**src/logic/rv32i_pkg.sv**
```systemverilog
package rv32i_pkg;

    // Instruction field and datapath widths
    localparam int WORD_W     = 32;
    localparam int REG_ADDR_W = 5;
    localparam int OPCODE_W   = 7;
    localparam int FUNCT3_W   = 3;
    localparam int FUNCT7_W   = 7;

    // Major opcodes of the RV32I base set
    typedef enum logic [OPCODE_W-1:0] {
        LUI     = 7'b0110111,
        AUIPC   = 7'b0010111,
        JAL     = 7'b1101111,
        JALR    = 7'b1100111,
        BRANCH  = 7'b1100011,
        LOAD    = 7'b0000011,
        STORE   = 7'b0100011,
        IMMED   = 7'b0010011,
        REGREG  = 7'b0110011,
        MISCMEM = 7'b0001111,
        SYSTEM  = 7'b1110011
    } opcode_t;

    typedef enum logic [3:0] {
        ALU_ADD, ALU_SUB, ALU_SLL, ALU_SRL, ALU_SRA,
        ALU_AND, ALU_OR, ALU_XOR, ALU_SLT, ALU_SLTU
    } alu_op_t;

    typedef enum logic [1:0] {
        W_SEL_FROM_ALU   = 2'd0,
        W_SEL_FROM_DLOAD = 2'd1,
        W_SEL_FROM_PC    = 2'd2,
        W_SEL_FROM_IMM_U = 2'd3
    } w_sel_t;

    // Encoded as the branch funct3 field
    typedef enum logic [FUNCT3_W-1:0] {
        BEQ  = 3'b000,
        BNE  = 3'b001,
        BLT  = 3'b100,
        BGE  = 3'b101,
        BLTU = 3'b110,
        BGEU = 3'b111
    } branch_t;

    // funct3 for OP-IMM
    localparam logic [FUNCT3_W-1:0] ADDI  = 3'b000;
    localparam logic [FUNCT3_W-1:0] SLLI  = 3'b001;
    localparam logic [FUNCT3_W-1:0] SLTI  = 3'b010;
    localparam logic [FUNCT3_W-1:0] SLTIU = 3'b011;
    localparam logic [FUNCT3_W-1:0] XORI  = 3'b100;
    localparam logic [FUNCT3_W-1:0] SRI   = 3'b101;
    localparam logic [FUNCT3_W-1:0] ORI   = 3'b110;
    localparam logic [FUNCT3_W-1:0] ANDI  = 3'b111;

    // funct3 for OP
    localparam logic [FUNCT3_W-1:0] ADDSUB = 3'b000;
    localparam logic [FUNCT3_W-1:0] SLL    = 3'b001;
    localparam logic [FUNCT3_W-1:0] SLT    = 3'b010;
    localparam logic [FUNCT3_W-1:0] SLTU   = 3'b011;
    localparam logic [FUNCT3_W-1:0] XOR    = 3'b100;
    localparam logic [FUNCT3_W-1:0] SR     = 3'b101;
    localparam logic [FUNCT3_W-1:0] OR     = 3'b110;
    localparam logic [FUNCT3_W-1:0] AND    = 3'b111;

endpackage
```
**src/logic/reg_file.sv**
```systemverilog
`timescale 1ns/1ps

module reg_file import rv32i_pkg::*; (
    input  logic                  CLK,
    input  logic                  rst_n_i,
    input  logic                  wen_i,
    input  logic [REG_ADDR_W-1:0] waddr_i,
    input  logic [WORD_W-1:0]     wdata_i,
    input  logic [REG_ADDR_W-1:0] raddr1_i,
    input  logic [REG_ADDR_W-1:0] raddr2_i,
    output logic [WORD_W-1:0]     rdata1_o,
    output logic [WORD_W-1:0]     rdata2_o
);

    // x0 has no storage
    logic [WORD_W-1:0] regs [1:31];

    always_ff @(posedge CLK) begin
        if (!rst_n_i) begin
            regs <= '{default: '0};
        end else if (wen_i && waddr_i != '0) begin
            regs[waddr_i] <= wdata_i;
        end
    end

    // No write-to-read bypass
    assign rdata1_o = (raddr1_i == '0) ? '0 : regs[raddr1_i];
    assign rdata2_o = (raddr2_i == '0) ? '0 : regs[raddr2_i];

endmodule

```
**config.mk**
```make
export PLATFORM = sky130hd
export DESIGN_NAME = reg_file
export DESIGN_NICKNAME = d
export VERILOG_FILES = /design/src/logic/rv32i_pkg.sv /design/src/logic/reg_file.sv
export SDC_FILE = /design/constraint.sdc
export NUM_CORES = 2
export LEC_CHECK = 0
export ABC_AREA = 0
export BUFFER_PORTS_ARGS = -buffer_cell sky130_fd_sc_hd__buf_2
export CAP_MARGIN = 10
export CORE_AREA = 2 2 330 332
export CTS_BUF_LIST = sky130_fd_sc_hd__clkbuf_8
export DETAILED_ROUTE_END_ITERATION = 7
export DIE_AREA = 0 0 332 334
export PLACE_DENSITY = 0.7
export SETUP_SLACK_MARGIN = 0.4
export SKIP_CTS_REPAIR_TIMING = 1
export SKIP_LAST_GASP = 1
export SLEW_MARGIN = 20
export SYNTH_ARGS = -nofsm -noshare
export SYNTH_HDL_FRONTEND = slang
export SYNTH_SLANG_ARGS = --single-unit
export TNS_END_PERCENT = 1
```
**constraint.sdc**
```tcl
create_clock -name CLK -period 2.23 [get_ports CLK]
set_clock_uncertainty 0.15 [all_clocks]
set_input_delay 0.1115 -clock CLK [delete_from_list [all_inputs] [get_ports CLK]]
set_output_delay 0.1115 -clock CLK [all_outputs]
set_load 0.05 [all_outputs]
```
[Word-level counts from Yosys, hierarchy flattened]
Index checks and enable logic that the tools add are counted.
Storage, ports and cells
  register bits: 992
  bits of input ports: 50
  logic and storage cells: 54
Cells by class
  magnitude comparators: 4
  multiplexer cells: 11
  bitwise gates (word level): 3
  reductions and logical operators: 5
Operator list (count)
  992-bit bitwise mux: 1
  32-bit binary-select mux with 5-bit select: 2
  32-bit 2-to-1 mux: 7
  32-bit demux with 5-bit select: 1
  6-bit >= comparator (second input constant): 3
  5-bit NOT with 6-bit output: 3
  5-bit logical NOT: 2
  6-bit by 1-bit less-than comparator with 1-bit output (second input constant): 1
  5-bit nonzero test: 1
  1-bit logical AND: 2

[Logic depth before layout (Yosys ltp)]
  depth after elaboration: 6
  gate-level depth with buffers: 8
  depth with buffers taken out: 5

[Worst setup path before layout]
Ideal clock, no wire load.
  path type: input to output
  start: in raddr1_i[2]
  end: out rdata1_o[10]
  data arrival time: 2270 ps
  data required time: 1969 ps
  path slack: -301 ps
  stages: 7
  path buffers: 4
  path through: buf_4 -> buf_4 -> buf_2 -> nand3b_1 -> clkbuf_1 -> o22ai_1 -> nor3_1
On the way
  cells in the longest elaborated chain, start to end: 5
  elaborated cells on any way between the ends: 6
  classes of those cells: mux: 4; bitwise: 1; reduce/logical: 1
Ends and longest elaborated chain
  from (decl): RTL line reg_file.sv:9  | input logic [REG_ADDR_W-1:0] raddr1_i,
  5-bit NOT with 6-bit output (implied by the code): RTL line reg_file.sv:27  | assign rdata1_o = (raddr1_i == '0) ? '0 : regs[raddr1_i];
  32-bit binary-select mux with 5-bit select: RTL line reg_file.sv:27
  32-bit 2-to-1 mux (implied by the code) (2 in series): RTL line reg_file.sv:27
  32-bit 2-to-1 mux *: RTL line reg_file.sv:27
  to (decl): RTL line reg_file.sv:11  | output logic [WORD_W-1:0] rdata1_o,
Every way passes the cells marked *; elsewhere a longest branch is shown, timed or not. The select of a mux whose other input is x is not followed.

[Final worst setup path]
  start: reg regs[20] (netlist name)
  end: out rdata2_o[20]
On the way
  cells in the longest elaborated chain, start to end: 4
Ends and longest elaborated chain
  from (decl): RTL line reg_file.sv:16  | logic [WORD_W-1:0] regs [1:31];
  from (signal, indexed assignment): RTL line reg_file.sv:22  | regs[waddr_i] <= wdata_i;
  32-bit binary-select mux with 5-bit select: RTL line reg_file.sv:28  | assign rdata2_o = (raddr2_i == '0) ? '0 : regs[raddr2_i];
  32-bit 2-to-1 mux (implied by the code) (2 in series): RTL line reg_file.sv:28
  32-bit 2-to-1 mux: RTL line reg_file.sv:28
  to (decl): RTL line reg_file.sv:12  | output logic [WORD_W-1:0] rdata2_o
Every way passes these cells. The select of a mux whose other input is x is not followed.

==> flow_metrics.py <==
metrics = {
    "detailed_routing": {
        "wl_per_cell_um": 28.0,
        "routed_wl_um": 215000,
        "ant_nets": 0,
        "viasPerCell": 6.49,
        "num_vias": 49800,
        "drtIter0Drc": 7047,
        "firstDrtPassIters": 7,
        "route.detailed.drc": 0,
    },
    "worst_hold_path": {
        "hp-start": "waddr_i[4]",
        "hold_path.class": "in -> reg",
    },
    "pwr": {
        "ir_drop_mv": 0.423,
        "total_power_mw": 39.0,
        "p_leak_nw": 22.0,
        "powerDensity_nw_per_um2": 622,
    },
    "final_layout": {
        "nNetsFinal": 6178,
        "drive_gt1_share_pct": 22.9,
        "largest_reg_flops": 992,
        "fin_cells": 7670,
        "reg_top3": "regs x992",
        "regMostFlops": "regs",
        "area_growth_pct": 17.8,
    },
    "place": {
        "globalplace.congestion": 0.935,
        "place_ws_ps": -324,
        "port_buffers": 113,
        "dpl.hpwl_um": 136000,
        "dpl.cell_count": 7335,
    },
    "clock_network": {
        "clock_latency_ps": 860,
        "root_buffer": "clkbuf_8",
        "clockBufferDepth": 3,
        "clock-sinks": 992,
        "cts_tree": "yes",
        "cts_buffers": 164,
        "cts.clk_slew.worst_paths_ps": 70,
        "cts_max_level": 4,
    },
    "floorplanning": {
        "core_area_um2": 108000,
        "io_pins": 114,
        "num_rows": 121,
        "die_h_um": 334,
        "die_w_um": 332,
        "dieArea_um2": 111000,
        "start_util_pct": 49.4,
    },
    "setup_path": {
        "cp-start-kind": "register",
        "r2r_end": "regs[439]",
        "rr_worst_depth": 3,
        "cp-startpoint": "regs[20]",
        "worstSetupPathType": "reg -> out",
        "cp_data_required_time_ps": 1970,
        "rrSetupSlack_ps": 880,
        "crit_end": "rdata2_o[20]",
        "r2r-start": "regs[439]",
        "cp.arrival_ps": 2710,
        "cp-end-kind": "primary output",
        "crit_fanout": 3,
    },
    "sta": {
        "fin_ws_ps": -737,
        "hold_viol_final": 13,
        "setup-violations-final": 64,
        "holdWs_ps": -57.7,
        "layout_min_cycle_time_ps": 2970,
        "fmax_ghz": 0.337,
        "slew_violations": 0,
        "tightest_slew_ps": 769,
        "fin_crit_sh_pct": 133,
        "slew-limit-headroom_pct": 48.7,
        "rsz0062_at_grt": "true",
    },
    "synthesis": {
        "synth-main-ff-cell": "dfxtp_1",
        "syn_area_um2": 53200,
        "synth_top_area_cell": "dfxtp_1",
        "syn_nets": 6012,
        "syn_inst": 5962,
        "netlist-cell-type-count": 43,
        "async_reset_ff_share_pct": 0,
        "syn_area_per_cell_um2": 8.93,
        "ys_seq_elements": 992,
        "yosysWarnings": 0,
        "synthTopCellsByCount": "nand2_1, dfxtp_1, a21boi_0",
        "synth-seq-area-share_pct": 37.3,
        "yosysTopAreaCellShare_pct": 37.3,
        "synth.area.top_cells": "dfxtp_1, mux4_2, nand2_1",
        "synth_most_common_cell": "nand2_1",
        "synth_edf_count": 0,
    },
    "grt": {
        "grt_first_pass_wirelength_um": 311000,
        "grt_overflow": 0,
        "first_global_vias": 47400,
        "track_usage_pct": 37.6,
        "antenna_found_initial": 17,
        "grt_max_degree": 137,
    },
    "status": {
        "violations": "negative hold slack, negative setup slack",
        "status": "finished with violations",
    },
    "job": {
        "drv_cap": 0,
    },
}
-- cell type report --
cell class | instances | area (µm²)
fillers | 9083 | 45100
multi-input cells | 4349 | 31400
flip-flops and latches | 992 | 19900
repair buffers | 604 | 6310
clock buffers | 207 | 2850
well taps | 1414 | 1770
clock inverters | 79 | 432
inverters | 17 | 63.8
diodes | 8 | 20.0
-- critical path, stage by stage, from the launching register on --
cell	delay [ps]
dfxtp_1	330
mux4_2	470
mux2i_1	360
o22ai_1	170
a211o_2	300
buf_2	210
-- power breakdown --
group	total, mW	internal (mW)	switching (mW)
combinational	4.63	1.79	2.84
sequential	18.0	17.9	0.106
clock	16.4	8.65	7.76
total	39.0	28.3	10.7
-- kinds of logic after synthesis --
| group | after synthesis | synth area share (%) |
|---|---|---|
| simple gates | 2292 | 16.8 |
| compound gates | 1353 | 18.5 |
| flops | 992 | 37.3 |
| mux | 704 | 22.1 |
| buf+inv | 621 | 5.23 |
-- layer usage --
layer  vias to the layer above  GRT usage [%]  share of wire (%)
met5                         -              0              0.054
met4                        18           25.4                7.5
met3                       976           11.9                 14
met2                      3785           55.2                 42
met1                     24000           47.4                 36
li1                      21000              -                  -
-- worst min-delay path by stage --
stage                     cells past startpoint  slack [ps]        end
after floorplan                               2         100  regs[967]
after global placement                        2         300  regs[911]
after detailed placement                      2         310  regs[403]
after CTS                                     2        -570  regs[439]
after global routing                          5         -40  regs[448]
final                                         5         -60  regs[458]
-- placed cells by master, fill, tap and decap left out, types with 16 or more instances in the layout --
cell type | Yosys | layout
a21oi_1 | 59 | 58
nor2_4 | 0 | 30
nand2_2 | 0 | 32
clkbuf_8 | 0 | 208
buf_4 | 28 | 324
a31oi_1 | 18 | 18
and3_1 | 29 | 29
o21ai_0 | 39 | 38
a21boi_0 | 631 | 631
o22ai_1 | 63 | 60
dlygate4sd3_1 | 0 | 41
nor2b_1 | 49 | 45
inv_1 | 17 | 75
buf_12 | 0 | 142
mux4_2 | 362 | 362
a211o_2 | 0 | 30
a221oi_1 | 32 | 32
nand2_1 | 2115 | 2083
a21boi_1 | 361 | 361
mux2i_1 | 238 | 228
buf_2 | 164 | 80
a22oi_1 | 64 | 64
mux2_2 | 100 | 99
dfxtp_1 | 992 | 982
nor3_1 | 31 | 16
-- per-stage QoR --
step | utilization [%] | instance area, µm² | setup TNS, ps
after floorplan | - | 53800 | 0
after global placement | 54.6 | 58800 | -9960
after detailed placement | 54.6 | 58800 | -10510
after CTS | 57.6 | 62100 | -41000
after global routing | 58.2 | 62700 | -41430
final | 58.2 | 62700 | -38540
No activity file was read; power rests on OpenSTA's default activity.
