`config.mk`:
```
export PLATFORM = sky130hd
export DESIGN_NAME = pc_unit
export DESIGN_NICKNAME = d
export VERILOG_FILES = /design/src/logic/rv32i_pkg.sv /design/src/logic/pc_unit.sv
export SDC_FILE = /design/constraint.sdc
export NUM_CORES = 1
export LEC_CHECK = 0
export ABC_AREA = 1
export BUFFER_PORTS_ARGS = -buffer_cell sky130_fd_sc_hd__buf_2
export CAP_MARGIN = 20
export CORE_ASPECT_RATIO = 2
export CORE_UTILIZATION = 60
export CTS_CLUSTER_DIAMETER = 30
export DETAILED_ROUTE_END_ITERATION = 10
export PLACE_DENSITY = 0.89
export SLEW_MARGIN = 30
export SYNTH_ARGS = -nofsm -noshare
export SYNTH_HDL_FRONTEND = slang
export SYNTH_SLANG_ARGS = --single-unit
```
`constraint.sdc`:
```
create_clock -name CLK -period 4.7 [get_ports CLK]
set_input_delay 0.47 -clock CLK [delete_from_list [all_inputs] [get_ports CLK]]
set_output_delay 0.47 -clock CLK [all_outputs]
set_load 0.02 [all_outputs]
```
`src/logic/rv32i_pkg.sv`:
```
package rv32i_pkg;

    // Instruction field and datapath widths
    localparam int WORD_W     = 32;
    localparam int REG_ADDR_W = 5;
    localparam int OPCODE_W   = 7;
    localparam int FUNCT3_W   = 3;
    localparam int FUNCT7_W   = 7;

    // Major opcodes of the RV32I base set
    typedef enum logic [OPCODE_W-1:0] {
        LUI     = 7'b0110111,
        AUIPC   = 7'b0010111,
        JAL     = 7'b1101111,
        JALR    = 7'b1100111,
        BRANCH  = 7'b1100011,
        LOAD    = 7'b0000011,
        STORE   = 7'b0100011,
        IMMED   = 7'b0010011,
        REGREG  = 7'b0110011,
        MISCMEM = 7'b0001111,
        SYSTEM  = 7'b1110011
    } opcode_t;

    typedef enum logic [3:0] {
        ALU_ADD, ALU_SUB, ALU_SLL, ALU_SRL, ALU_SRA,
        ALU_AND, ALU_OR, ALU_XOR, ALU_SLT, ALU_SLTU
    } alu_op_t;

    typedef enum logic [1:0] {
        W_SEL_FROM_ALU   = 2'd0,
        W_SEL_FROM_DLOAD = 2'd1,
        W_SEL_FROM_PC    = 2'd2,
        W_SEL_FROM_IMM_U = 2'd3
    } w_sel_t;

    // Encoded as the branch funct3 field
    typedef enum logic [FUNCT3_W-1:0] {
        BEQ  = 3'b000,
        BNE  = 3'b001,
        BLT  = 3'b100,
        BGE  = 3'b101,
        BLTU = 3'b110,
        BGEU = 3'b111
    } branch_t;

    // funct3 for OP-IMM
    localparam logic [FUNCT3_W-1:0] ADDI  = 3'b000;
    localparam logic [FUNCT3_W-1:0] SLLI  = 3'b001;
    localparam logic [FUNCT3_W-1:0] SLTI  = 3'b010;
    localparam logic [FUNCT3_W-1:0] SLTIU = 3'b011;
    localparam logic [FUNCT3_W-1:0] XORI  = 3'b100;
    localparam logic [FUNCT3_W-1:0] SRI   = 3'b101;
    localparam logic [FUNCT3_W-1:0] ORI   = 3'b110;
    localparam logic [FUNCT3_W-1:0] ANDI  = 3'b111;

    // funct3 for OP
    localparam logic [FUNCT3_W-1:0] ADDSUB = 3'b000;
    localparam logic [FUNCT3_W-1:0] SLL    = 3'b001;
    localparam logic [FUNCT3_W-1:0] SLT    = 3'b010;
    localparam logic [FUNCT3_W-1:0] SLTU   = 3'b011;
    localparam logic [FUNCT3_W-1:0] XOR    = 3'b100;
    localparam logic [FUNCT3_W-1:0] SR     = 3'b101;
    localparam logic [FUNCT3_W-1:0] OR     = 3'b110;
    localparam logic [FUNCT3_W-1:0] AND    = 3'b111;

endpackage
```
`src/logic/pc_unit.sv`:
```
`timescale 1ns/1ps

module pc_unit import rv32i_pkg::*; #(
    parameter logic [WORD_W-1:0] RESET_PC = '0
) (
    input  logic              CLK,
    input  logic              rst_n_i,
    input  logic              advance_i,
    input  logic              branch_i,
    input  branch_t           branch_type_i,
    input  logic              jump_i,
    input  logic              j_sel_i,
    input  logic [WORD_W-1:0] rs1_data_i,
    input  logic [WORD_W-1:0] rs2_data_i,
    input  logic [WORD_W-1:0] imm_sb_i,
    input  logic [WORD_W-1:0] imm_uj_i,
    input  logic [WORD_W-1:0] imm_i_i,
    output logic [WORD_W-1:0] pc_o,
    output logic [WORD_W-1:0] pc_plus4_o
);

    logic              taken;
    logic [WORD_W-1:0] jalr_target;
    logic [WORD_W-1:0] next_pc;

    always_comb begin
        case (branch_type_i)
            BEQ:     taken = (rs1_data_i == rs2_data_i);
            BNE:     taken = (rs1_data_i != rs2_data_i);
            BLT:     taken = ($signed(rs1_data_i) < $signed(rs2_data_i));
            BGE:     taken = ($signed(rs1_data_i) >= $signed(rs2_data_i));
            BLTU:    taken = (rs1_data_i < rs2_data_i);
            BGEU:    taken = (rs1_data_i >= rs2_data_i);
            default: taken = 1'b0;
        endcase
    end

    assign pc_plus4_o  = pc_o + 32'd4;
    // JALR clears bit 0 of the sum
    assign jalr_target = (rs1_data_i + imm_i_i) & ~32'd1;

    always_comb begin
        if (jump_i && j_sel_i)       next_pc = pc_o + imm_uj_i;
        else if (jump_i)             next_pc = jalr_target;
        else if (branch_i && taken)  next_pc = pc_o + imm_sb_i;
        else                         next_pc = pc_plus4_o;
    end

    always_ff @(posedge CLK) begin
        if (!rst_n_i) begin
            pc_o <= RESET_PC;
        end else if (advance_i) begin
            pc_o <= next_pc;
        end
    end

endmodule

```
### After elaboration in Yosys (flattened, before gate mapping)

Cells that the tools add are included.

* output and inout port bits: 64
* latch bits: 0
* bits in registers: 32
* ROM bits: 0
* memories: 0
* RAM bits: 0

* add/sub/neg operators: 4
* multiply operators: 0
* equal/unequal tests: 7
* $lt $le $gt $ge: 4
* reduce and logical (&&, ||, !) cells: 3
* bitwise gates (word level): 0
* shift operators: 0
* multiplexer cells: 4
* div/mod/pow operators: 0

Operator list (number)
* 32-bit adder: 3
* 32-bit two-way mux: 3
* 32-bit >= comparator: 2
* 32-bit less-than comparator: 2
* 32-bit by 3-bit adder with 32-bit output, second input constant: 1
* 32-bit equality test: 1
* 32-bit != test: 1
* 3-bit equality test, second input constant: 4
* 1-bit one-hot mux with 6 select lines: 1
* 3-bit by 1-bit equality test with 1-bit output, second input constant: 1
* 3-bit logical NOT: 1
* 1-bit logical AND: 2

### Depth between registers and ports, before layout

* word-level depth: 6
* gate-level depth with buffers: 24
* depth with buffers taken out: 24

### Least setup slack after synthesis

No wires, ideal clock.

* kind: register to register
* from: register pc_o[0]
* to: register pc_o[28]
* path buffers: 0
* arrival time: 2.411 ns
* slack: 2.167 ns
* stages on the path, launching flop included: 14
* cell sequence: dfxtp_1 ha_1 inv_1 fa_1 o21ai_1 a21boi_0 o21ai_1 a21oi_1 o21ai_1 nand3_1 nand2_1 nand2_1 a31oi_1 a21oi_2

* word-level cells in the longest chain between the ends: 4
* elaborated cells on any way between the ends: 6
* those cells by class: add/sub: 3; mux: 3

RTL lines
* start: declaration: line pc_unit.sv:18 `output logic [WORD_W-1:0] pc_o,`
* start signal: assignment: line pc_unit.sv:53 `pc_o <= next_pc;`
* 32-bit by 3-bit adder with 32-bit output / 32-bit adder (equally long branches): line pc_unit.sv:38, pc_unit.sv:45
* 32-bit two-way mux: line pc_unit.sv:45 `else if (branch_i && taken) next_pc = pc_o + imm_sb_i;`
* 32-bit two-way mux: line pc_unit.sv:44 `else if (jump_i) next_pc = jalr_target;`
* 32-bit two-way mux *: line pc_unit.sv:43 `if (jump_i && j_sel_i) next_pc = pc_o + imm_uj_i;`

Every way passes the cells marked *; elsewhere a longest branch is shown, timed or not.
A chain may end at the register's enable or synchronous reset.

### Worst setup path in the final report

* from: register pc_o[20]
* to: register pc_o[25]

The elaborated chain is that of the path after synthesis.

==> flow_metrics.py <==
metrics = {
    "pwr": {
        "power_w": 0.00217,
        "ir_worst_vdd_mv": 0.126,
        "power.leakage_nw": 5.86,
        "power_density_nw_per_um2": 207,
    },
    "clocking": {
        "clk_latency_ns": 0.29,
        "post_cts_resize_count": 0,
        "h-tree-depth": 2,
        "cts_setup_buffers": 0,
        "clk_pin_slew_ns": 0.06,
        "clockBufferDepth": 2,
        "cts_buffers": 5,
        "cts_hold_buf": 0,
        "cts_tree": "done",
        "cts_root_buf": "clkbuf_16",
        "clkSinkCount": 32,
    },
    "synthesis": {
        "synth-edff-count": 0,
        "postSynthAreaPerCell_sq_um": 5.72,
        "ys.flop_type": "dfxtp_1",
        "synthCells": 1578,
        "synth_fp_nets": 1875,
        "ys_seq_area_frac": 0.0709,
        "synthTopCellsByArea": "ha_1, nand2_1, inv_1",
        "ys_types": 48,
        "synth_area_sq_um": 9030,
        "synth_seq_cells": 32,
        "yosysTopAreaCell": "ha_1",
        "synthArstFlopShare": 0,
        "synth_top_area_share": 0.173,
        "yosysWarningCount": 0,
    },
    "placement": {
        "place_congestion": 1.03,
        "port_buffers": 232,
        "place_hpwl_microns": 28900,
    },
    "route": {
        "drc": 0,
        "ant_nets": 0,
        "first_pass_iters": 6,
        "num_vias": 11900,
        "drtIter0Drc": 859,
        "routedWlPerCell_microns": 18.1,
        "viasPerCell": 5.99,
        "routed_wl_microns": 35900,
    },
    "critical_path": {
        "cp.required_ns": 4.88,
        "start_kind": "flop",
        "path_class": "reg2reg",
        "path_cells": "ha_1 > nand2_1 > nor2_1 > inv_1 > nor3_1 > a21oi_1 > nand2_1 > nand2_1 > nand2_1 > nand2_1 > nand2_1 > nand3_1 > nand3_1 > nand2_1 > a21oi_1 > nor2_1",
        "path_common_cell": "nand2_1",
        "crit_fanout": 7,
        "max_stage_delay_ns": 0.67,
        "crit_arrival_ns": 3.46,
        "cp_slowest_cell": "nor3_1",
        "end_kind": "flop",
    },
    "finish": {
        "areaGrowthSynthToFinish_pct": 16.3,
        "final_core_util": 0.712,
        "reg_top3": "pc_o x32",
        "largest_reg_flops": 32,
        "drive_gt1_frac": 0.152,
        "n_antenna_cell": 0,
        "fillers": 1426,
        "top_register": "pc_o",
        "multi_input_area_sq_um": 7370,
        "nNetsFinal": 2088,
        "seq_area_sq_um": 641,
    },
    "grt": {
        "grt_use_total": 0.471,
        "grt_pass1_vias": 11700,
        "antenna_found_initial": 0,
        "overflow": 0,
        "grt_pass1_wl_microns": 55700,
        "grt_max_degree": 60,
    },
    "floorplan": {
        "top_level_ports": 233,
        "placementRows": 63,
        "die_w_microns": 88.7,
        "fp.coreArea_sq_um": 14700,
        "die_h_microns": 175,
        "start_util": 0.613,
        "fp.dieArea_sq_um": 15600,
    },
    "sta": {
        "grt_setup_unrepaired": "no",
        "skew_ns": 0.0119,
        "setup_tns_ns": 0,
        "finalSetupViolCount": 0,
        "slew_headroom": 0.279,
        "worst_pin_slew_ns": 1.07,
        "drv_slew": 0,
        "period_needed_ns": 3.28,
        "fmax_mhz": 305,
        "holdWs_ns": 0.576,
        "hold_viol_final": 0,
        "fin_crit_sh": 0.697,
    },
    "job": {
        "maxCapViolations": 0,
    },
    "status": {
        "outcome": "finished clean",
    },
    "worst_hold_path": {
        "hp-class": "in2reg",
    },
}
## layout by cell type, fill, tap and decap left out, drive strengths merged, types with 3 or more instances in the layout
master,count
nand2,376
buf,234
inv,232
a21oi,172
nor2,146
o21ai,140
ha,125
nand3,105
xor2,45
dfxtp,32
nor3,29
xnor2,24
a31oi,21
o21bai,21
nand4,16
a21o,8
nand3b,8
a21boi,8
clkbuf,8
a221oi,7
o21a,6
nor4,6
o211ai,4
fa,3
or2,3
## area by class of cell
cell class,instances,area share
timing repair buffer,235,0.113
tap,195,0.0232
inverter,234,0.0837
multi-input combinational,1283,0.702
clock inverter,1,0.00286
clock buffer,7,0.0145
sequential,32,0.0610
## worst max-delay path: cells and delay by family (launching register included)
family | cells | cell delay, ns
flip-flops | 1 | 0.38
AND/OR/NAND/NOR | 12 | 2.01
buffers and inverters | 1 | 0.06
AO/OA/AOI/OAI | 2 | 0.28
adder cells (fa/ha/maj) | 1 | 0.43
## through the flow
stage          worst slack (ns)  area [sq um]  instances
6_report                   1.42         10500       1987
5_1_grt                    1.04         10500       1987
4_1_cts                    1.70         10500       1986
3_5_place_dp               1.50         10300       1978
3_3_place_gp               1.58         10300       1978
2_1_floorplan              2.17          9030       1578
## final timing paths
check | startpoint | to | slack [ns] | cells past startpoint
worst max register to register | pc_o[20] | pc_o[25] | 1.42 | 16
worst max-delay path | pc_o[20] | pc_o[25] | 1.42 | 16
worst min-delay path | imm_uj_i[0] | pc_o[0] | 0.58 | 4
worst min register to register | pc_o[0] | pc_o[0] | 0.61 | 2
## kinds of logic after synthesis
logic type,synth area share
simple gates,0.329
compound gates,0.240
xor+xnor,0.0669
buf+inv,0.114
flops,0.0709
fa+ha+maj,0.180
## power breakdown
group / total, W / switching, W / internal, W
combinational: 0.00140 / 0.000917 / 0.000482
clock: 0.000413 / 0.000134 / 0.000279
sequential: 0.000361 / 0.0000634 / 0.000297
## metal layers
| metal | part of all wire | GRT usage | wire length (microns) |
|---|---|---|---|
| met2 | 0.48 | 0.785 | 17400 |
| met1 | 0.32 | 0.432 | 11400 |
| met4 | 0.11 | 0.470 | 3890 |
| met3 | 0.091 | 0.140 | 3260 |
| met5 | 0 | 0 | 0 |
## synthesized netlist by cell type, types with 2 or more instances
library cell and count:
a211oi_1 2, a21boi_0 5, a21boi_1 3, a21o_1 8, a21oi_1 171, a221oi_1 7
a31oi_1 21, and3_1 2, buf_2 8, buf_4 2, buf_6 3, clkbuf_1 15
clkinv_1 2, dfxtp_1 32, fa_1 3, ha_1 125, inv_1 230, inv_2 2
nand2_1 369, nand2_2 6, nand3_1 101, nand3_2 4, nand3b_1 8, nand4_1 16
nor2_1 138, nor2_2 3, nor2_4 5, nor3_1 27, nor3_2 2, nor4_1 6
o211ai_1 4, o21a_1 6, o21ai_0 130, o21ai_1 9, o21bai_1 21, o221ai_1 2
or2_2 2, xnor2_1 24, xor2_1 45
Power figures use the tool's default switching activity.
