--- config.mk ---
export PLATFORM = sky130hd
export DESIGN_NAME = alu
export DESIGN_NICKNAME = d
export VERILOG_FILES = /design/src/logic/rv32i_pkg.sv /design/src/logic/alu.sv
export SDC_FILE = /design/constraint.sdc
export NUM_CORES = 1
export LEC_CHECK = 0
export CORE_AREA = 8 8 127 129
export DETAILED_ROUTE_END_ITERATION = 7
export DIE_AREA = 0 0 135 137
export DONT_BUFFER_PORTS = 1
export PLACE_DENSITY = 0.8
export SETUP_SLACK_MARGIN = 0.1
export SYNTH_ARGS = -nofsm -noshare
export SYNTH_HDL_FRONTEND = slang
export SYNTH_SLANG_ARGS = --single-unit
export TNS_END_PERCENT = 5
--- constraint.sdc ---
create_clock -name vclk -period 4.3
set_clock_uncertainty 0.2 [all_clocks]
set_input_delay 0.215 -clock vclk [all_inputs]
set_output_delay 0.215 -clock vclk [all_outputs]
set_load 0.01 [all_outputs]
--- src/logic/rv32i_pkg.sv ---
package rv32i_pkg;

    // Instruction field and datapath widths
    localparam int WORD_W     = 32;
    localparam int REG_ADDR_W = 5;
    localparam int OPCODE_W   = 7;
    localparam int FUNCT3_W   = 3;
    localparam int FUNCT7_W   = 7;

    // Major opcodes of the RV32I base set
    typedef enum logic [OPCODE_W-1:0] {
        LUI     = 7'b0110111,
        AUIPC   = 7'b0010111,
        JAL     = 7'b1101111,
        JALR    = 7'b1100111,
        BRANCH  = 7'b1100011,
        LOAD    = 7'b0000011,
        STORE   = 7'b0100011,
        IMMED   = 7'b0010011,
        REGREG  = 7'b0110011,
        MISCMEM = 7'b0001111,
        SYSTEM  = 7'b1110011
    } opcode_t;

    typedef enum logic [3:0] {
        ALU_ADD, ALU_SUB, ALU_SLL, ALU_SRL, ALU_SRA,
        ALU_AND, ALU_OR, ALU_XOR, ALU_SLT, ALU_SLTU
    } alu_op_t;

    typedef enum logic [1:0] {
        W_SEL_FROM_ALU   = 2'd0,
        W_SEL_FROM_DLOAD = 2'd1,
        W_SEL_FROM_PC    = 2'd2,
        W_SEL_FROM_IMM_U = 2'd3
    } w_sel_t;

    // Encoded as the branch funct3 field
    typedef enum logic [FUNCT3_W-1:0] {
        BEQ  = 3'b000,
        BNE  = 3'b001,
        BLT  = 3'b100,
        BGE  = 3'b101,
        BLTU = 3'b110,
        BGEU = 3'b111
    } branch_t;

    // funct3 for OP-IMM
    localparam logic [FUNCT3_W-1:0] ADDI  = 3'b000;
    localparam logic [FUNCT3_W-1:0] SLLI  = 3'b001;
    localparam logic [FUNCT3_W-1:0] SLTI  = 3'b010;
    localparam logic [FUNCT3_W-1:0] SLTIU = 3'b011;
    localparam logic [FUNCT3_W-1:0] XORI  = 3'b100;
    localparam logic [FUNCT3_W-1:0] SRI   = 3'b101;
    localparam logic [FUNCT3_W-1:0] ORI   = 3'b110;
    localparam logic [FUNCT3_W-1:0] ANDI  = 3'b111;

    // funct3 for OP
    localparam logic [FUNCT3_W-1:0] ADDSUB = 3'b000;
    localparam logic [FUNCT3_W-1:0] SLL    = 3'b001;
    localparam logic [FUNCT3_W-1:0] SLT    = 3'b010;
    localparam logic [FUNCT3_W-1:0] SLTU   = 3'b011;
    localparam logic [FUNCT3_W-1:0] XOR    = 3'b100;
    localparam logic [FUNCT3_W-1:0] SR     = 3'b101;
    localparam logic [FUNCT3_W-1:0] OR     = 3'b110;
    localparam logic [FUNCT3_W-1:0] AND    = 3'b111;

endpackage
--- src/logic/alu.sv ---
`timescale 1ns/1ps

module alu import rv32i_pkg::*; (
    input  logic [WORD_W-1:0] a_i,
    input  logic [WORD_W-1:0] b_i,
    input  alu_op_t           op_i,
    output logic [WORD_W-1:0] result_o
);

    logic [4:0] shamt;
    logic       lt_signed;
    logic       lt_unsigned;

    // Only the low five bits count for a shift
    assign shamt       = b_i[4:0];
    assign lt_signed   = $signed(a_i) < $signed(b_i);
    assign lt_unsigned = a_i < b_i;

    always_comb begin
        case (op_i)
            ALU_ADD:  result_o = a_i + b_i;
            ALU_SUB:  result_o = a_i - b_i;
            ALU_SLL:  result_o = a_i << shamt;
            ALU_SRL:  result_o = a_i >> shamt;
            ALU_SRA:  result_o = $signed(a_i) >>> shamt;
            ALU_AND:  result_o = a_i & b_i;
            ALU_OR:   result_o = a_i | b_i;
            ALU_XOR:  result_o = a_i ^ b_i;
            ALU_SLT:  result_o = {{(WORD_W-1){1'b0}}, lt_signed};
            ALU_SLTU: result_o = {{(WORD_W-1){1'b0}}, lt_unsigned};
            default:  result_o = a_i + b_i;
        endcase
    end

endmodule

Word-level counts from Yosys, hierarchy flattened
Index checks and enable logic that the tools add are counted.
Word-level totals
  flip-flop bits (word level): 0
  output and inout port bits: 32
Cells by class
  add/subtract/negate cells: 2
  bitwise operators: 3
  magnitude comparators: 2
  equal/unequal tests: 9
  mux-type cells: 1
  shift-type cells: 3
Operators with widths (count)
  case mux 32 bit (9 select lines): 1
  less-than comparator 32 bit: 2
  adder 32 bit: 1
  AND 32 bit: 1
  OR 32 bit: 1
  << shifter 32 x 5 -> 32 bit: 1
  right shift 32 x 5 -> 32 bit: 1
  >>> shifter 32 x 5 -> 32 bit: 1
  subtractor 32 bit: 1
  XOR 32 bit: 1
  equality test 4 x 3 -> 1 bit, second input constant: 4
  equality test 4 x 2 -> 1 bit, second input constant: 2
  equality test 4 bit, second input constant: 2
  equality test 4 x 1 -> 1 bit, second input constant: 1

Longest topological paths before layout
Gate-level depths: netlist of run 1.
  depth after elaboration: 2
  gate-level depth with buffers: 15
  depth with buffers taken out: 12

Worst setup path before layout of run 1
Ideal clock, no wire load.
  path kind: input-to-output
  start point: input b_i[3]
  end point: output result_o[30]
  stages on the path: 14
  slack: 292 ps
  data arrival time: 3593 ps
  data required time: 3885 ps
  path through: clkbuf_1 clkinv_1 clkbuf_1 clkbuf_1 ha_1 o21ai_0 a211oi_1 o31ai_1 o211ai_1 a31oi_1 o211ai_1 a311oi_1 mux2_2 o22ai_1
Between the ends
  longest elaborated chain between the ends: 2
  elaborated cells on any way between the ends: 6
  those cells by class: add/sub (2); shift (3); mux (1)
RTL lines
  from (decl): RTL line alu.sv:5  | input logic [WORD_W-1:0] b_i,
  adder 32 bit, or another cell as far along: RTL line alu.sv:21, alu.sv:31
  case mux 32 bit (9 select lines) (*): RTL line alu.sv:20  | case (op_i)
  to (decl): RTL line alu.sv:7  | output logic [WORD_W-1:0] result_o
Mark *: on every way between the ends. The rest lies on a longest branch, timed or not.

Final worst setup path of run 1
  start point: input a_i[0]
  end point: output result_o[30]
Between the ends
  longest elaborated chain between the ends: 2
  elaborated cells on any way between the ends: 6
  those cells by class: add/sub (2); shift (3); mux (1)
RTL lines
  from (decl): RTL line alu.sv:4  | input logic [WORD_W-1:0] a_i,
  adder 32 bit, or another cell as far along: RTL line alu.sv:21, alu.sv:31
  case mux 32 bit (9 select lines) (*): RTL line alu.sv:20
Marks and branches as above.

==> flow_summary.json, run 1 <==
{
  "holdCritPathClass": "in -> out",
  "cp-start-kind": "input pin",
  "rsz0062_at_grt": "no",
  "leakage_nw": 3.78,
  "power.density_nw_per_um2": 130,
  "fmax_mhz": 252,
  "drive_gt1_share_pct": 8.57,
  "die_area_um2": 18500,
  "synth_top_area_share_pct": 13.5,
  "setup-violations-final": 0,
  "hold_buffers": 0,
  "dr.pass1.iters": 6,
  "num_vias": 10700,
  "antenna_left": 0,
  "dpl.hpwl_um": 29000,
  "die_w_um": 135,
  "routed_wl_um": 37300,
  "port_buffers": 0,
  "worstSetupPathDepth": 13,
  "fp.dieH_um": 137,
  "synth_top_area_cell": "ha_1",
  "coreArea_um2": 14200,
  "hold_start": "b_i[3]",
  "cp-endpoint": "result_o[30]",
  "vdd_ir_drop_max_uv": 82.3,
  "initial_utilization_pct": 63.2,
  "drt_iter0_markers": 1703,
  "power_mw": 1.15,
  "slowest_stage": "or4_1",
  "drv_slew": 0,
  "crit_buf_inv": 2,
  "ios": 100,
  "postSynthAreaPerCell_um2": 6.80,
  "finalSetupTns_ns": 0,
  "tightest_slew_ns": 1.22,
  "slowest_delay_ns": 0.44,
  "yosysMostFrequentCell": "nor2_1",
  "synth.distinct_cells": 85,
  "finalNetCount": 1406,
  "max_slew_margin_pct": 18.3,
  "status": "finished, final reports clean",
  "antenna_cells": 0,
  "viasPerCell": 7.52,
  "gp_congestion": 1.07,
  "place_area_um2": 8880,
  "grt_overflow_total": 0,
  "design_area_um2": 8880,
  "cp_max_fo": 6,
  "critical_path_class": "in -> out",
  "wl_per_cell_um": 26.2,
  "grtUsageTotal_pct": 38.6,
  "worstPathCellList": "inv_1, ha_1, fa_1, o21ba_2, or4_1, a31oi_1, o211ai_1, a21oi_2, a21oi_1, a311oi_1, mux2_2, o22ai_1, buf_4",
  "grt_pass1_vias": 9544,
  "worstPathArrival_ns": 3.55,
  "cts_resized": 0,
  "clock_buffers": 0,
  "hold_slack_ns": 0.497,
  "grt_max_degree": 89,
  "antenna_found_initial": 3,
  "yosys_warnings": 0,
  "ys_seq_area_share_pct": 0,
  "critPathRequiredTime_ns": 3.88,
  "syn-cell-area_um2": 8970,
  "syn_to_final_growth_pct": -1.00,
  "grt_pass1_wl_um": 56200,
  "drc": 0,
  "nFlopsAndLatches": 0,
  "crit_path_end_kind": "primary output",
  "rows": 44,
  "max_cap_viol_count": 0,
  "seqCellArea_um2": 0,
  "synthTopCellsByCount": "nor2_1, a21oi_1, nand2_1, o21ai_0, ha_1",
  "post-route-min-period_ns": 3.97,
  "fin_util_pct": 62.5,
  "startpoint": "a_i[0]",
  "syn_nets": 1487,
  "period_share_pct": 92.3,
  "critPathTopFamily": "compound AO/OA/AOI/OAI gates",
  "report.final.hold_viol_count": 0,
  "syn_inst": 1320,
  "cts_setup_buffers": 0,
  "synth_area_leaders": "ha_1, mux4_2, a21oi_1"
}
stage by stage:
step,setup slack (ns),std cells
finish,0.331,1421
floorplan,0.292,1320
CTS,0.461,1421
detailed placement,0.480,1421
global placement,0.551,1421
global route,0.232,1421
worst min path at each step:
stage | end | slack, ns | cells after the start
after detailed placement | result_o[0] | 0.46 | 1
after CTS | result_o[0] | 0.46 | 1
after global placement | result_o[0] | 0.46 | 1
after floorplan | result_o[18] | 0.48 | 2
final | result_o[0] | 0.50 | 1
after global routing | result_o[0] | 0.50 | 1
cell usage in the layout (no fill, tap or decap), types with 7 or more instances in the layout:
cell type	Yosys	final
mux2i_1	60	60
a21oi_1	134	134
nor2_1	147	147
nand2b_1	14	14
nor3_1	25	25
o221ai_1	12	12
o31ai_1	19	19
o211ai_1	15	15
o21a_1	7	7
ha_1	97	97
mux4_2	35	35
o31a_1	8	8
o21ai_0	102	102
buf_4	4	20
a211oi_1	31	31
mux2_2	31	31
a31oi_1	12	12
a211o_1	8	8
nor2b_1	10	10
and3_1	8	8
xnor2_1	8	8
a311oi_1	8	8
a21o_1	17	17
o22ai_1	13	13
a221oi_1	10	10
nand3_1	25	25
nor4_1	13	13
a22o_1	11	11
inv_1	93	93
a22oi_1	11	10
o2111ai_1	7	7
nand2_1	120	120
per-layer routing:
metal / share of wire, % / wire length (um) / GRT usage [%]
met2: 43 / 16100 / 59.1
met1: 38 / 14200 / 50.0
met4: 5.5 / 2050 / 18.3
met3: 13 / 4910 / 9.18
met5: 0.062 / 23 / 0
cells by family (layout without fill, tap and decap cells):
| logic type | count (synthesis) | in the layout | synth area share (%) |
|---|---|---|---|
| xor+xnor | 9 | 9 | 0.879 |
| buf+inv | 201 | 118 | 9.47 |
| compound gates | 489 | 489 | 36.3 |
| simple gates | 395 | 395 | 19.9 |
| mux | 127 | 127 | 19.5 |
| fa+ha+maj | 99 | 99 | 14.0 |
cell type report:
class                           count  area, um^2
Multi-Input combinational cell   1119        8130
Fill cell                        1385        5320
Inverter                           98         368
Tap cell                          184         230
Timing Repair Buffer               20         150
where the power goes:
group          leakage (nW)  internal (mW)  switching, mW
clock network             0              0              0
registers                 0              0              0
logic                  3.78          0.436          0.717
total                  3.78          0.436          0.717
(Power assumes the default switching activity.)
==> run 2, diff against run 1 <==
--- a/config.mk
+++ b/config.mk
@@ -5,11 +5,11 @@
 export SDC_FILE = /design/constraint.sdc
 export NUM_CORES = 1
 export LEC_CHECK = 0
-export CORE_AREA = 8 8 127 129
+export CORE_AREA = 8 8 137 139
 export DETAILED_ROUTE_END_ITERATION = 7
-export DIE_AREA = 0 0 135 137
+export DIE_AREA = 0 0 145 147
 export DONT_BUFFER_PORTS = 1
-export PLACE_DENSITY = 0.8
+export PLACE_DENSITY = 0.7
 export SETUP_SLACK_MARGIN = 0.1
 export SYNTH_ARGS = -nofsm -noshare
 export SYNTH_HDL_FRONTEND = slang
==> flow_summary.json, run 2 (synthesis results as in run 1) <==
{
  "status": "finished, final reports clean",
  "grt_pass1_wl_um": 58200,
  "min_path_cells": 2,
  "worstPathArrival_ns": 3.48,
  "drive_gt1_share_pct": 8.64,
  "dr.pass1.iters": 6,
  "crit_path_end_kind": "primary output",
  "antenna_found_initial": 1,
  "grt_overflow_total": 0,
  "drt_iter0_markers": 1421,
  "coreArea_um2": 16800,
  "hold_start": "b_i[4]",
  "finalNetCount": 1407,
  "routed_wl_um": 38500,
  "design_area_um2": 8940,
  "wl_per_cell_um": 26.3,
  "vdd_ir_drop_max_uv": 58.8,
  "dpl.hpwl_um": 29600,
  "initial_utilization_pct": 53.5,
  "fmax_mhz": 257,
  "critical_path_class": "in -> out",
  "holdCritPathClass": "in -> out",
  "period_share_pct": 90.6,
  "rsz0062_at_grt": "no",
  "port_buffers": 0,
  "die_w_um": 145,
  "max_cap_viol_count": 0,
  "power.density_nw_per_um2": 128,
  "setup-violations-final": 0,
  "nFlopsAndLatches": 0,
  "grtUsageTotal_pct": 33.9,
  "num_vias": 10600,
  "cp_max_fo": 67,
  "grt_max_degree": 89,
  "report.final.hold_viol_count": 0,
  "antenna_left": 0,
  "rows": 48,
  "syn_to_final_growth_pct": -0.349,
  "antenna_cells": 0,
  "fillers": 1685,
  "die_area_um2": 21300,
  "viasPerCell": 7.22,
  "drv_slew": 0,
  "cts_setup_buffers": 0,
  "hold_buffers": 0,
  "tightest_slew_ns": 1.00,
  "ios": 100,
  "leakage_nw": 3.79,
  "drc": 0,
  "critPathRequiredTime_ns": 3.88,
  "place_area_um2": 8940,
  "seqCellArea_um2": 0,
  "post-route-min-period_ns": 3.90,
  "cp-start-kind": "input pin",
  "clock_buffers": 0,
  "max_slew_margin_pct": 32.3,
  "grt_pass1_vias": 9673,
  "cts_resized": 0,
  "gp_congestion": 1.04,
  "mostFrequentLayoutCells": "nor2_1, a21oi_1, nand2_1, o21ai_0, ha_1",
  "finalSetupTns_ns": 0,
  "holdPathEnd": "result_o[16]",
  "mostFrequentLayoutCell": "nor2_1",
  "fp.dieH_um": 147
}
-- run 2: cell types whose count changed in the layout (fill, tap and decap cells not counted), sizes merged --
cell	delta
buf	+1
-- run 2: worst max-delay path by stage --
stage          startpoint            to  slack (ns)  cells past startpoint
6_report           b_i[3]  result_o[30]        0.40                     12
5_1_grt            b_i[6]  result_o[30]        0.22                     12
4_1_cts            a_i[0]  result_o[30]        0.46                     13
3_5_place_dp       a_i[0]  result_o[30]        0.47                     13
3_3_place_gp       a_i[0]   result_o[0]        0.51                     12
2_1_floorplan      b_i[3]  result_o[30]        0.29                     14
-- run 2: layout make-up --
class / count / area [um^2] / area share (%)
tap: 225 / 282 / 3.15
inverter: 98 / 368 / 4.12
multi-input combinational: 1119 / 8130 / 91.0
timing repair buffer: 21 / 158 / 1.76
-- run 2: where the power goes --
group / switching (mW) / total [mW] / internal (mW)
clock: 0 / 0 / 0
sequential: 0 / 0 / 0
combinational: 0.711 / 1.15 / 0.437
total: 0.711 / 1.15 / 0.437
-- run 2: routing by layer --
layer	wire (um)	up-vias	share of wire [%]	track usage [%]
li1	-	4767	-	-
met1	15500	5004	40	45.0
met2	16800	682	44	52.5
met3	4440	113	12	6.49
met4	1820	2	4.7	14.4
met5	10	-	0.026	0
-- run 2: critical path, cell delays in order --
cell and delay (ns):
clkinv_1 0.09, ha_1 0.37, o21ai_0 0.18, a211oi_1 0.09, o31ai_1 0.66, o211ai_1 0.18, a31oi_1 0.39, o211ai_1 0.25
a311oi_1 0.34, mux2_2 0.37, o22ai_1 0.13, buf_4 0.15
-- run 2: metrics by stage --
| stage | worst slack, ns | instances | utilization, % | power [mW] | hold slack, ns |
|---|---|---|---|---|---|
| 3_3_place_gp | 0.514 | 1463 | 53.3 | 1.12 | 0.458 |
| 5_1_grt | 0.217 | 1463 | 53.3 | 1.24 | 0.452 |
| 6_report | 0.402 | 1463 | 53.3 | 1.15 | 0.474 |
| 4_1_cts | 0.465 | 1463 | 53.3 | 1.12 | 0.465 |
| 3_5_place_dp | 0.472 | 1463 | 53.3 | 1.11 | 0.462 |
| 2_1_floorplan | 0.292 | 1320 | - | 0.890 | 0.480 |
