### src/logic/rv32i_pkg.sv
package rv32i_pkg;

    // Instruction field and datapath widths
    localparam int WORD_W     = 32;
    localparam int REG_ADDR_W = 5;
    localparam int OPCODE_W   = 7;
    localparam int FUNCT3_W   = 3;
    localparam int FUNCT7_W   = 7;

    // Major opcodes of the RV32I base set
    typedef enum logic [OPCODE_W-1:0] {
        LUI     = 7'b0110111,
        AUIPC   = 7'b0010111,
        JAL     = 7'b1101111,
        JALR    = 7'b1100111,
        BRANCH  = 7'b1100011,
        LOAD    = 7'b0000011,
        STORE   = 7'b0100011,
        IMMED   = 7'b0010011,
        REGREG  = 7'b0110011,
        MISCMEM = 7'b0001111,
        SYSTEM  = 7'b1110011
    } opcode_t;

    typedef enum logic [3:0] {
        ALU_ADD, ALU_SUB, ALU_SLL, ALU_SRL, ALU_SRA,
        ALU_AND, ALU_OR, ALU_XOR, ALU_SLT, ALU_SLTU
    } alu_op_t;

    typedef enum logic [1:0] {
        W_SEL_FROM_ALU   = 2'd0,
        W_SEL_FROM_DLOAD = 2'd1,
        W_SEL_FROM_PC    = 2'd2,
        W_SEL_FROM_IMM_U = 2'd3
    } w_sel_t;

    // Encoded as the branch funct3 field
    typedef enum logic [FUNCT3_W-1:0] {
        BEQ  = 3'b000,
        BNE  = 3'b001,
        BLT  = 3'b100,
        BGE  = 3'b101,
        BLTU = 3'b110,
        BGEU = 3'b111
    } branch_t;

    // funct3 for OP-IMM
    localparam logic [FUNCT3_W-1:0] ADDI  = 3'b000;
    localparam logic [FUNCT3_W-1:0] SLLI  = 3'b001;
    localparam logic [FUNCT3_W-1:0] SLTI  = 3'b010;
    localparam logic [FUNCT3_W-1:0] SLTIU = 3'b011;
    localparam logic [FUNCT3_W-1:0] XORI  = 3'b100;
    localparam logic [FUNCT3_W-1:0] SRI   = 3'b101;
    localparam logic [FUNCT3_W-1:0] ORI   = 3'b110;
    localparam logic [FUNCT3_W-1:0] ANDI  = 3'b111;

    // funct3 for OP
    localparam logic [FUNCT3_W-1:0] ADDSUB = 3'b000;
    localparam logic [FUNCT3_W-1:0] SLL    = 3'b001;
    localparam logic [FUNCT3_W-1:0] SLT    = 3'b010;
    localparam logic [FUNCT3_W-1:0] SLTU   = 3'b011;
    localparam logic [FUNCT3_W-1:0] XOR    = 3'b100;
    localparam logic [FUNCT3_W-1:0] SR     = 3'b101;
    localparam logic [FUNCT3_W-1:0] OR     = 3'b110;
    localparam logic [FUNCT3_W-1:0] AND    = 3'b111;

endpackage
### src/logic/control_unit.sv
`timescale 1ns/1ps

module control_unit import rv32i_pkg::*; #(
    parameter bit INFINITE_LOOP_HALTS = 1'b1
) (
    input  logic [WORD_W-1:0]     instr_i,
    output logic [REG_ADDR_W-1:0] rs1_o,
    output logic [REG_ADDR_W-1:0] rs2_o,
    output logic [REG_ADDR_W-1:0] rd_o,
    output logic [WORD_W-1:0]     imm_i_o,
    output logic [WORD_W-1:0]     imm_s_o,
    output logic [WORD_W-1:0]     imm_sb_o,
    output logic [WORD_W-1:0]     imm_uj_o,
    output logic [WORD_W-1:0]     imm_u_o,
    output logic                  imm_shamt_sel_o,
    output logic [1:0]            alu_a_sel_o,
    output logic [1:0]            alu_b_sel_o,
    output alu_op_t               alu_op_o,
    output w_sel_t                w_sel_o,
    output logic                  wen_o,
    output logic                  dwen_o,
    output logic                  dren_o,
    output logic                  branch_o,
    output branch_t               branch_type_o,
    output logic                  jump_o,
    output logic                  j_sel_o,
    output logic                  illegal_o,
    output logic                  halt_o
);

    opcode_t               opcode;
    logic [FUNCT3_W-1:0]   funct3;
    logic [FUNCT7_W-1:0]   funct7;
    logic                  is_imm;
    logic                  is_reg;
    logic                  sr;
    logic                  op_sll, op_sra, op_srl, op_add, op_sub;
    logic                  op_and, op_or, op_xor, op_slt, op_sltu;

    assign opcode = opcode_t'(instr_i[6:0]);
    assign funct3 = instr_i[14:12];
    assign funct7 = instr_i[31:25];
    assign is_imm = (opcode == IMMED);
    assign is_reg = (opcode == REGREG);

    assign rs1_o = instr_i[19:15];
    assign rs2_o = instr_i[24:20];
    assign rd_o  = instr_i[11:7];

    // Sign-extended immediates for each format
    assign imm_i_o  = {{20{instr_i[31]}}, instr_i[31:20]};
    assign imm_s_o  = {{20{instr_i[31]}}, instr_i[31:25], instr_i[11:7]};
    assign imm_sb_o = {{19{instr_i[31]}}, instr_i[31], instr_i[7],
                       instr_i[30:25], instr_i[11:8], 1'b0};
    assign imm_uj_o = {{11{instr_i[31]}}, instr_i[31], instr_i[19:12],
                       instr_i[20], instr_i[30:21], 1'b0};
    assign imm_u_o  = {instr_i[31:12], 12'b0};

    assign imm_shamt_sel_o = is_imm && (funct3 == SLLI || funct3 == SRI);

    assign dwen_o        = (opcode == STORE);
    assign dren_o        = (opcode == LOAD);
    assign branch_o      = (opcode == BRANCH);
    assign branch_type_o = branch_t'(funct3);
    assign jump_o        = (opcode == JAL) || (opcode == JALR);
    assign j_sel_o       = (opcode == JAL);

    // Operand A: 0 and 1 pick rs1, 2 picks the PC
    always_comb begin
        case (opcode)
            REGREG, IMMED, LOAD: alu_a_sel_o = 2'd0;
            STORE:               alu_a_sel_o = 2'd1;
            default:             alu_a_sel_o = 2'd2;
        endcase
    end

    // Operand B: store imm, rs2, I imm, U imm
    always_comb begin
        case (opcode)
            STORE:       alu_b_sel_o = 2'd0;
            IMMED, LOAD: alu_b_sel_o = 2'd2;
            AUIPC:       alu_b_sel_o = 2'd3;
            default:     alu_b_sel_o = 2'd1;
        endcase
    end

    always_comb begin
        case (opcode)
            JAL, JALR:            w_sel_o = W_SEL_FROM_PC;
            LUI:                  w_sel_o = W_SEL_FROM_IMM_U;
            IMMED, AUIPC, REGREG: w_sel_o = W_SEL_FROM_ALU;
            default:              w_sel_o = W_SEL_FROM_DLOAD;
        endcase
    end

    always_comb begin
        case (opcode)
            IMMED, LUI, AUIPC, REGREG, JAL, JALR, LOAD: wen_o = 1'b1;
            default:                                    wen_o = 1'b0;
        endcase
    end

    // Per-operation match terms
    assign sr      = (is_imm && funct3 == SRI) || (is_reg && funct3 == SR);
    assign op_sll  = (is_imm && funct3 == SLLI) || (is_reg && funct3 == SLL);
    assign op_sra  = sr && instr_i[30];
    assign op_srl  = sr && !instr_i[30];
    assign op_add  = (is_imm && funct3 == ADDI) || (opcode == AUIPC)
                   || (is_reg && funct3 == ADDSUB && !instr_i[30])
                   || (opcode == LOAD) || (opcode == STORE);
    assign op_sub  = is_reg && funct3 == ADDSUB && instr_i[30];
    assign op_and  = (is_imm && funct3 == ANDI) || (is_reg && funct3 == AND);
    assign op_or   = (is_imm && funct3 == ORI) || (is_reg && funct3 == OR);
    assign op_xor  = (is_imm && funct3 == XORI) || (is_reg && funct3 == XOR);
    assign op_slt  = (is_imm && funct3 == SLTI) || (is_reg && funct3 == SLT);
    assign op_sltu = (is_imm && funct3 == SLTIU) || (is_reg && funct3 == SLTU);

    // Shifts win over add, add over sub, and so on
    always_comb begin
        if (op_sll)       alu_op_o = ALU_SLL;
        else if (op_sra)  alu_op_o = ALU_SRA;
        else if (op_srl)  alu_op_o = ALU_SRL;
        else if (op_add)  alu_op_o = ALU_ADD;
        else if (op_sub)  alu_op_o = ALU_SUB;
        else if (op_and)  alu_op_o = ALU_AND;
        else if (op_or)   alu_op_o = ALU_OR;
        else if (op_xor)  alu_op_o = ALU_XOR;
        else if (op_slt)  alu_op_o = ALU_SLT;
        else if (op_sltu) alu_op_o = ALU_SLTU;
        else              alu_op_o = ALU_ADD;
    end

    // funct7 bit 0 on OP would be an M-extension encoding
    always_comb begin
        case (opcode)
            REGREG:                                 illegal_o = funct7[0];
            LUI, AUIPC, JAL, JALR, BRANCH, LOAD,
            STORE, IMMED, MISCMEM, SYSTEM:          illegal_o = 1'b0;
            default:                                illegal_o = 1'b1;
        endcase
    end

    // Stop on "j 0", the usual end-of-test idiom
    if (INFINITE_LOOP_HALTS) begin : g_halt
        assign halt_o = (instr_i == 32'h0000006f);
    end else begin : g_no_halt
        assign halt_o = 1'b0;
    end

endmodule

### config.mk
export PLATFORM = sky130hd
export DESIGN_NAME = control_unit
export DESIGN_NICKNAME = d
export VERILOG_FILES = /design/src/logic/rv32i_pkg.sv /design/src/logic/control_unit.sv
export SDC_FILE = /design/constraint.sdc
export NUM_CORES = 1
export LEC_CHECK = 0
export ABC_AREA = 1
export BUFFER_PORTS_ARGS = -buffer_cell sky130_fd_sc_hd__clkbuf_2
export CAP_MARGIN = 40
export CELL_PAD_IN_SITES_DETAIL_PLACEMENT = 1
export CELL_PAD_IN_SITES_GLOBAL_PLACEMENT = 1
export CORE_MARGIN = 2
export CORE_UTILIZATION = 21
export DETAILED_ROUTE_END_ITERATION = 10
export PLACE_DENSITY = 0.95
export SLEW_MARGIN = 10
export SYNTH_ARGS = -nofsm -noshare
export SYNTH_HDL_FRONTEND = slang
export SYNTH_SLANG_ARGS = --single-unit
### constraint.sdc
create_clock -name vclk -period 1.55
set_clock_uncertainty 0.05 [all_clocks]
set_input_delay 0.0775 -clock vclk [all_inputs]
set_output_delay 0.0775 -clock vclk [all_outputs]
set_load 0.01 [all_outputs]
# Yosys cells after proc, flatten, opt, wreduce, memory -nomap -nowiden

Cells that the tools add are included.

Register bits after elaboration: 0
Latch bits: 0
RAM bits: 0
Memory bits (read-only): 0
Output and inout port bits: 197
Memories kept: 0

Add/subtract/negate cells: 0
$mul: 0
Divide/modulo/power cells: 0
Magnitude comparators: 0
Equal/unequal tests: 19
Shift operators: 0
Mux-type cells: 15
Bitwise operators: 0
Reductions and logical operators: 42

Operators with widths:

| operator            | number |
|---|---|
| $mux 4              | 10 |
| $eq 32x7->1 const B | 1 |
| $eq 7x7->1 const B  | 4 |
| $eq 7x6->1 const B  | 3 |
| $logic_and 1x1->1   | 21 |
| $eq 7x5->1 const B  | 2 |
| $logic_or 1x1->1    | 13 |
| $eq 3x3->1 const B  | 4 |
| $pmux 2 s3          | 2 |
| $reduce_or 10->1    | 1 |
| $eq 7x2->1 const B  | 1 |
| $eq 7x4->1 const B  | 1 |
| $reduce_or 7->1     | 1 |
| $eq 3x2->1 const B  | 2 |
| $reduce_or 3->1     | 2 |
| $pmux 2 s2          | 1 |
| $reduce_or 2->1     | 2 |
| $eq 3x1->1 const B  | 1 |
| $logic_not 3->1     | 1 |
| $pmux 1 s2          | 1 |
| $logic_not 1->1     | 1 |
| $mux 1              | 1 |

# Longest topological paths before layout

Depth in word-level cells: 13
Gate-level depth with buffers: 8
Depth with buffers taken out: 8

# Worst setup path before layout

OpenSTA, ideal clock, no wires.

Path kind: input to output
From: in instr_i[1]
To: out alu_a_sel_o[0]
Arrival time: 0.827 ns
Data required time: 1.422 ns
Slack: 0.596 ns
Stages: 5
Buffers on the path: 1
Cell sequence: nand2_1 inv_2 nand3_1 nor2_1 buf_4

Elaborated cells between the ends (all ways): 6

RTL lines:

| element          | line               | text |
|---|---|---|
| from (decl)      | control_unit.sv:6  | `input logic [WORD_W-1:0] instr_i,` |
| $eq 7x6->1       | n/a                |  |
| named net dwen_o | control_unit.sv:21 | `output logic dwen_o,` |
| $pmux 2 s2       | control_unit.sv:70 | `case (opcode)` |
| to (decl)        | control_unit.sv:16 | `output logic [1:0] alu_a_sel_o,` |

The timed path passes the listed nets, and every way through them passes these cells.

# Worst setup path after layout

From: in instr_i[3]
To: out alu_op_o[0]

Longest elaborated chain between the ends: 13
Elaborated cells between the ends (all ways): 46

Ends and longest elaborated chain:

| element                                         | line                                   | text |
|---|---|---|
| $eq 7x5->1 / $eq 7x6->1 (equally long branches) | control_unit.sv:43, control_unit.sv:44 |  |
| $logic_and 1x1->1                               | control_unit.sv:116                    | `assign op_sltu = (is_imm && funct3 == SLTIU) \|\| (is_reg && funct3 == SLTU);` |
| $logic_or 1x1->1                                | control_unit.sv:116                    |  |
| $mux 4                                          | control_unit.sv:129                    | `else if (op_sltu) alu_op_o = ALU_SLTU;` |
| $mux 4                                          | control_unit.sv:128                    | `else if (op_slt) alu_op_o = ALU_SLT;` |
| $mux 4                                          | control_unit.sv:127                    | `else if (op_xor) alu_op_o = ALU_XOR;` |
| $mux 4                                          | control_unit.sv:126                    | `else if (op_or) alu_op_o = ALU_OR;` |
| $mux 4                                          | control_unit.sv:125                    | `else if (op_and) alu_op_o = ALU_AND;` |
| $mux 4                                          | control_unit.sv:124                    | `else if (op_sub) alu_op_o = ALU_SUB;` |
| $mux 4                                          | control_unit.sv:123                    | `else if (op_add) alu_op_o = ALU_ADD;` |
| $mux 4                                          | control_unit.sv:122                    | `else if (op_srl) alu_op_o = ALU_SRL;` |
| $mux 4                                          | control_unit.sv:121                    | `else if (op_sra) alu_op_o = ALU_SRA;` |
| $mux 4 *                                        | control_unit.sv:120                    | `if (op_sll) alu_op_o = ALU_SLL;` |
| to (decl)                                       | control_unit.sv:18                     | `output alu_op_t alu_op_o,` |

Mark *: on every way between the ends. The rest lies on a longest branch, timed or not.

==> results.cfg <==
[cells_and_area]
n_fill_cell = 1124
area_growth_syn_to_layout_pct = -3.39
final_cell_count_no_fill = 425
fin_area_um2 = 1710
num_antenna_cells = 0
seq_cells = 0
share_of_layout_cells_above_drive_strength_1_pct = 71.9
most-common-layout-cells = clkbuf_2, nor2_1, nand2_1
nClkBuffers = 0
final_net_count = 354
register_area_um2 = 0
most_common_cell_after_layout_fill_and_taps_aside = clkbuf_2

[detailed_routing]
detailedRoute.firstIterationViolations = 11
drt_pass_1_iters = 4
wirelength_um = 4580
drtAntennaViolNets = 0
drt-vias-per-instance = 3.64
post-route-drc-count = 0
average_routed_wire_per_standard_cell_um = 10.8
route.vias.total = 1547

[clocking]
post_cts_resized = 0
cts_hold_repair.buffers = 0
postCtsSetupRepairBufs = 0

[die]
floorplan_die_width_um = 95.9
core_um2 = 8220
die_height_um = 95.9
rows = 33
die-area_um2 = 9190
floorplan.io_pins = 229
initial_core_util_pct = 21.6

[setup_path]
critPathArrivalTime_ns = 1.14
cp_slowest_stage_delay_ns = 0.24
worst_setup_path_end_kind = output port
critPathLaunch = instr_i[3]
cp_slowest_cell = nor2_1
critical-path-top-cell-by-count = clkbuf_2
crit_path_max_fanout = 5
timing.critical_path.from_type = input port
worstPathCellList = clkbuf_2 > nor2_4 > nand2_2 > nor2_1 > nand3_1 > nand4_1 > clkbuf_2
timing.setup.critical_path_class = in2out
required_ns = 1.42
critical_path.endpoint = alu_op_o[0]

[grt]
initial_antenna_violation_count = 0
pin_count_of_the_biggest_net_entering_global_routing = 77
grt_overflow = 0
wire_length_of_the_first_global_routing_pass_um = 5870
grtUsageTotal_pct = 7.98
via_count_of_the_first_global_routing_pass = 1186

[synthesis]
ys_top_cells_by_area = buf_4, nor2_1, nand2_1, nand3_1, inv_1
netlist_area_um2 = 1770
synth_area_per_cell_um2 = 6.59
yosys.area.top_type_share_pct = 75.8
yosys.cell_types.count = 19
synth_top_cell_by_area = buf_4
synthCells = 269
warning_count_from_the_yosys_run = 0
seq_area_frac_synth_pct = 0

[power_and_ir_drop]
power_density_nw_per_um2 = 307
leakage_nw = 1.19
post-layout-total-power_uw = 525
ir_drop_mv = 0.0816

[place]
io_buffer_count = 215
hpwl_reported_at_the_end_of_detailed_placement_um = 4220
place_inst = 425
gpl.final_weighted_congestion = 0.776
dpl_cell_area_um2 = 1710

[timing]
report.final.setup_viol = 0
achievable-frequency_mhz = 790
totalNegativeSetupSlack_ns = 0
timing_max_transition_violations_final = 0
period_share_pct = 81.7
min_hold_slack_ns = 0.330
rsz0062_at_grt = no
timing.final.crit_period_ns = 1.27
hold_viol_final = 0

[min_path]
worst_hold_path_type = in2out

[job]
max_cap_viol_count = 0

[outcome]
outcome = complete, no violations
==> through the flow <==
step                setup slack, ns  utilization, %
floorplan                     0.596               -
global route                  0.153            20.8
global placement              0.342            20.8
finish                        0.284            20.8
detailed placement            0.302            20.8
CTS                           0.293            20.8
==> critical path, delay by kind of cell <==
family                 cells  cell delay [ns]
buffers and inverters      2             0.28
AND/OR/NAND/NOR            5             0.78
==> cell usage after synthesis <==
cell type / instances
a31o_2: 1
inv_1: 12
nand3_1: 9
a211oi_1: 1
o211ai_1: 1
nor3_1: 4
nor4_1: 1
nor2_4: 2
nand2_2: 1
nor3_2: 1
nor2_2: 3
nand3_4: 1
nand4_1: 3
inv_2: 3
nor2_1: 27
nand3_2: 1
buf_4: 179
nand2_1: 18
conb_1: 1
==> cells by family after synthesis <==
logic type / after synthesis / synth area share (%)
buffers and inverters: 194 / 79.0
AND/OR/NAND/NOR: 71 / 19.4
AO/OA/AOI/OAI: 3 / 1.34
other: 1 / 0.212
==> how the worst min path moves through the flow <==
| stage | end | from | slack (ns) | depth (start not counted) |
|---|---|---|---|---|
| floorplan | dren_o | instr_i[4] | 0.15 | 1 |
| global placement | imm_sb_o[4] | instr_i[11] | 0.33 | 2 |
| detailed placement | imm_sb_o[4] | instr_i[11] | 0.33 | 2 |
| CTS | imm_sb_o[4] | instr_i[11] | 0.33 | 2 |
| global route | imm_s_o[4] | instr_i[11] | 0.34 | 2 |
| finish | imm_s_o[4] | instr_i[11] | 0.33 | 2 |
==> layer usage <==
layer  global-route usage [%]  vias up  share of wire, %  wire (um)
met5                        0        -                 0          0
met4                    0.476        0              0.46         21
met1                     7.77      672                32       1460
met3                        0        2                11        481
met2                     18.6      132                57       2620
li1                         -      741                 -          -
==> power breakdown <==
group          total [mW]  switching, mW  internal, mW  leakage, nW
Sequential              0              0             0            0
Clock                   0              0             0            0
Combinational       0.525          0.329         0.195         1.19
==> layout make-up <==
class / instances / area [um^2] / area share, %
inverters: 15 / 56.3 / 3.29
repair buffers: 217 / 1100 / 64.5
multi-input cells: 88 / 420 / 24.6
well taps: 105 / 131 / 7.68
Power figures use the tool's default switching activity.
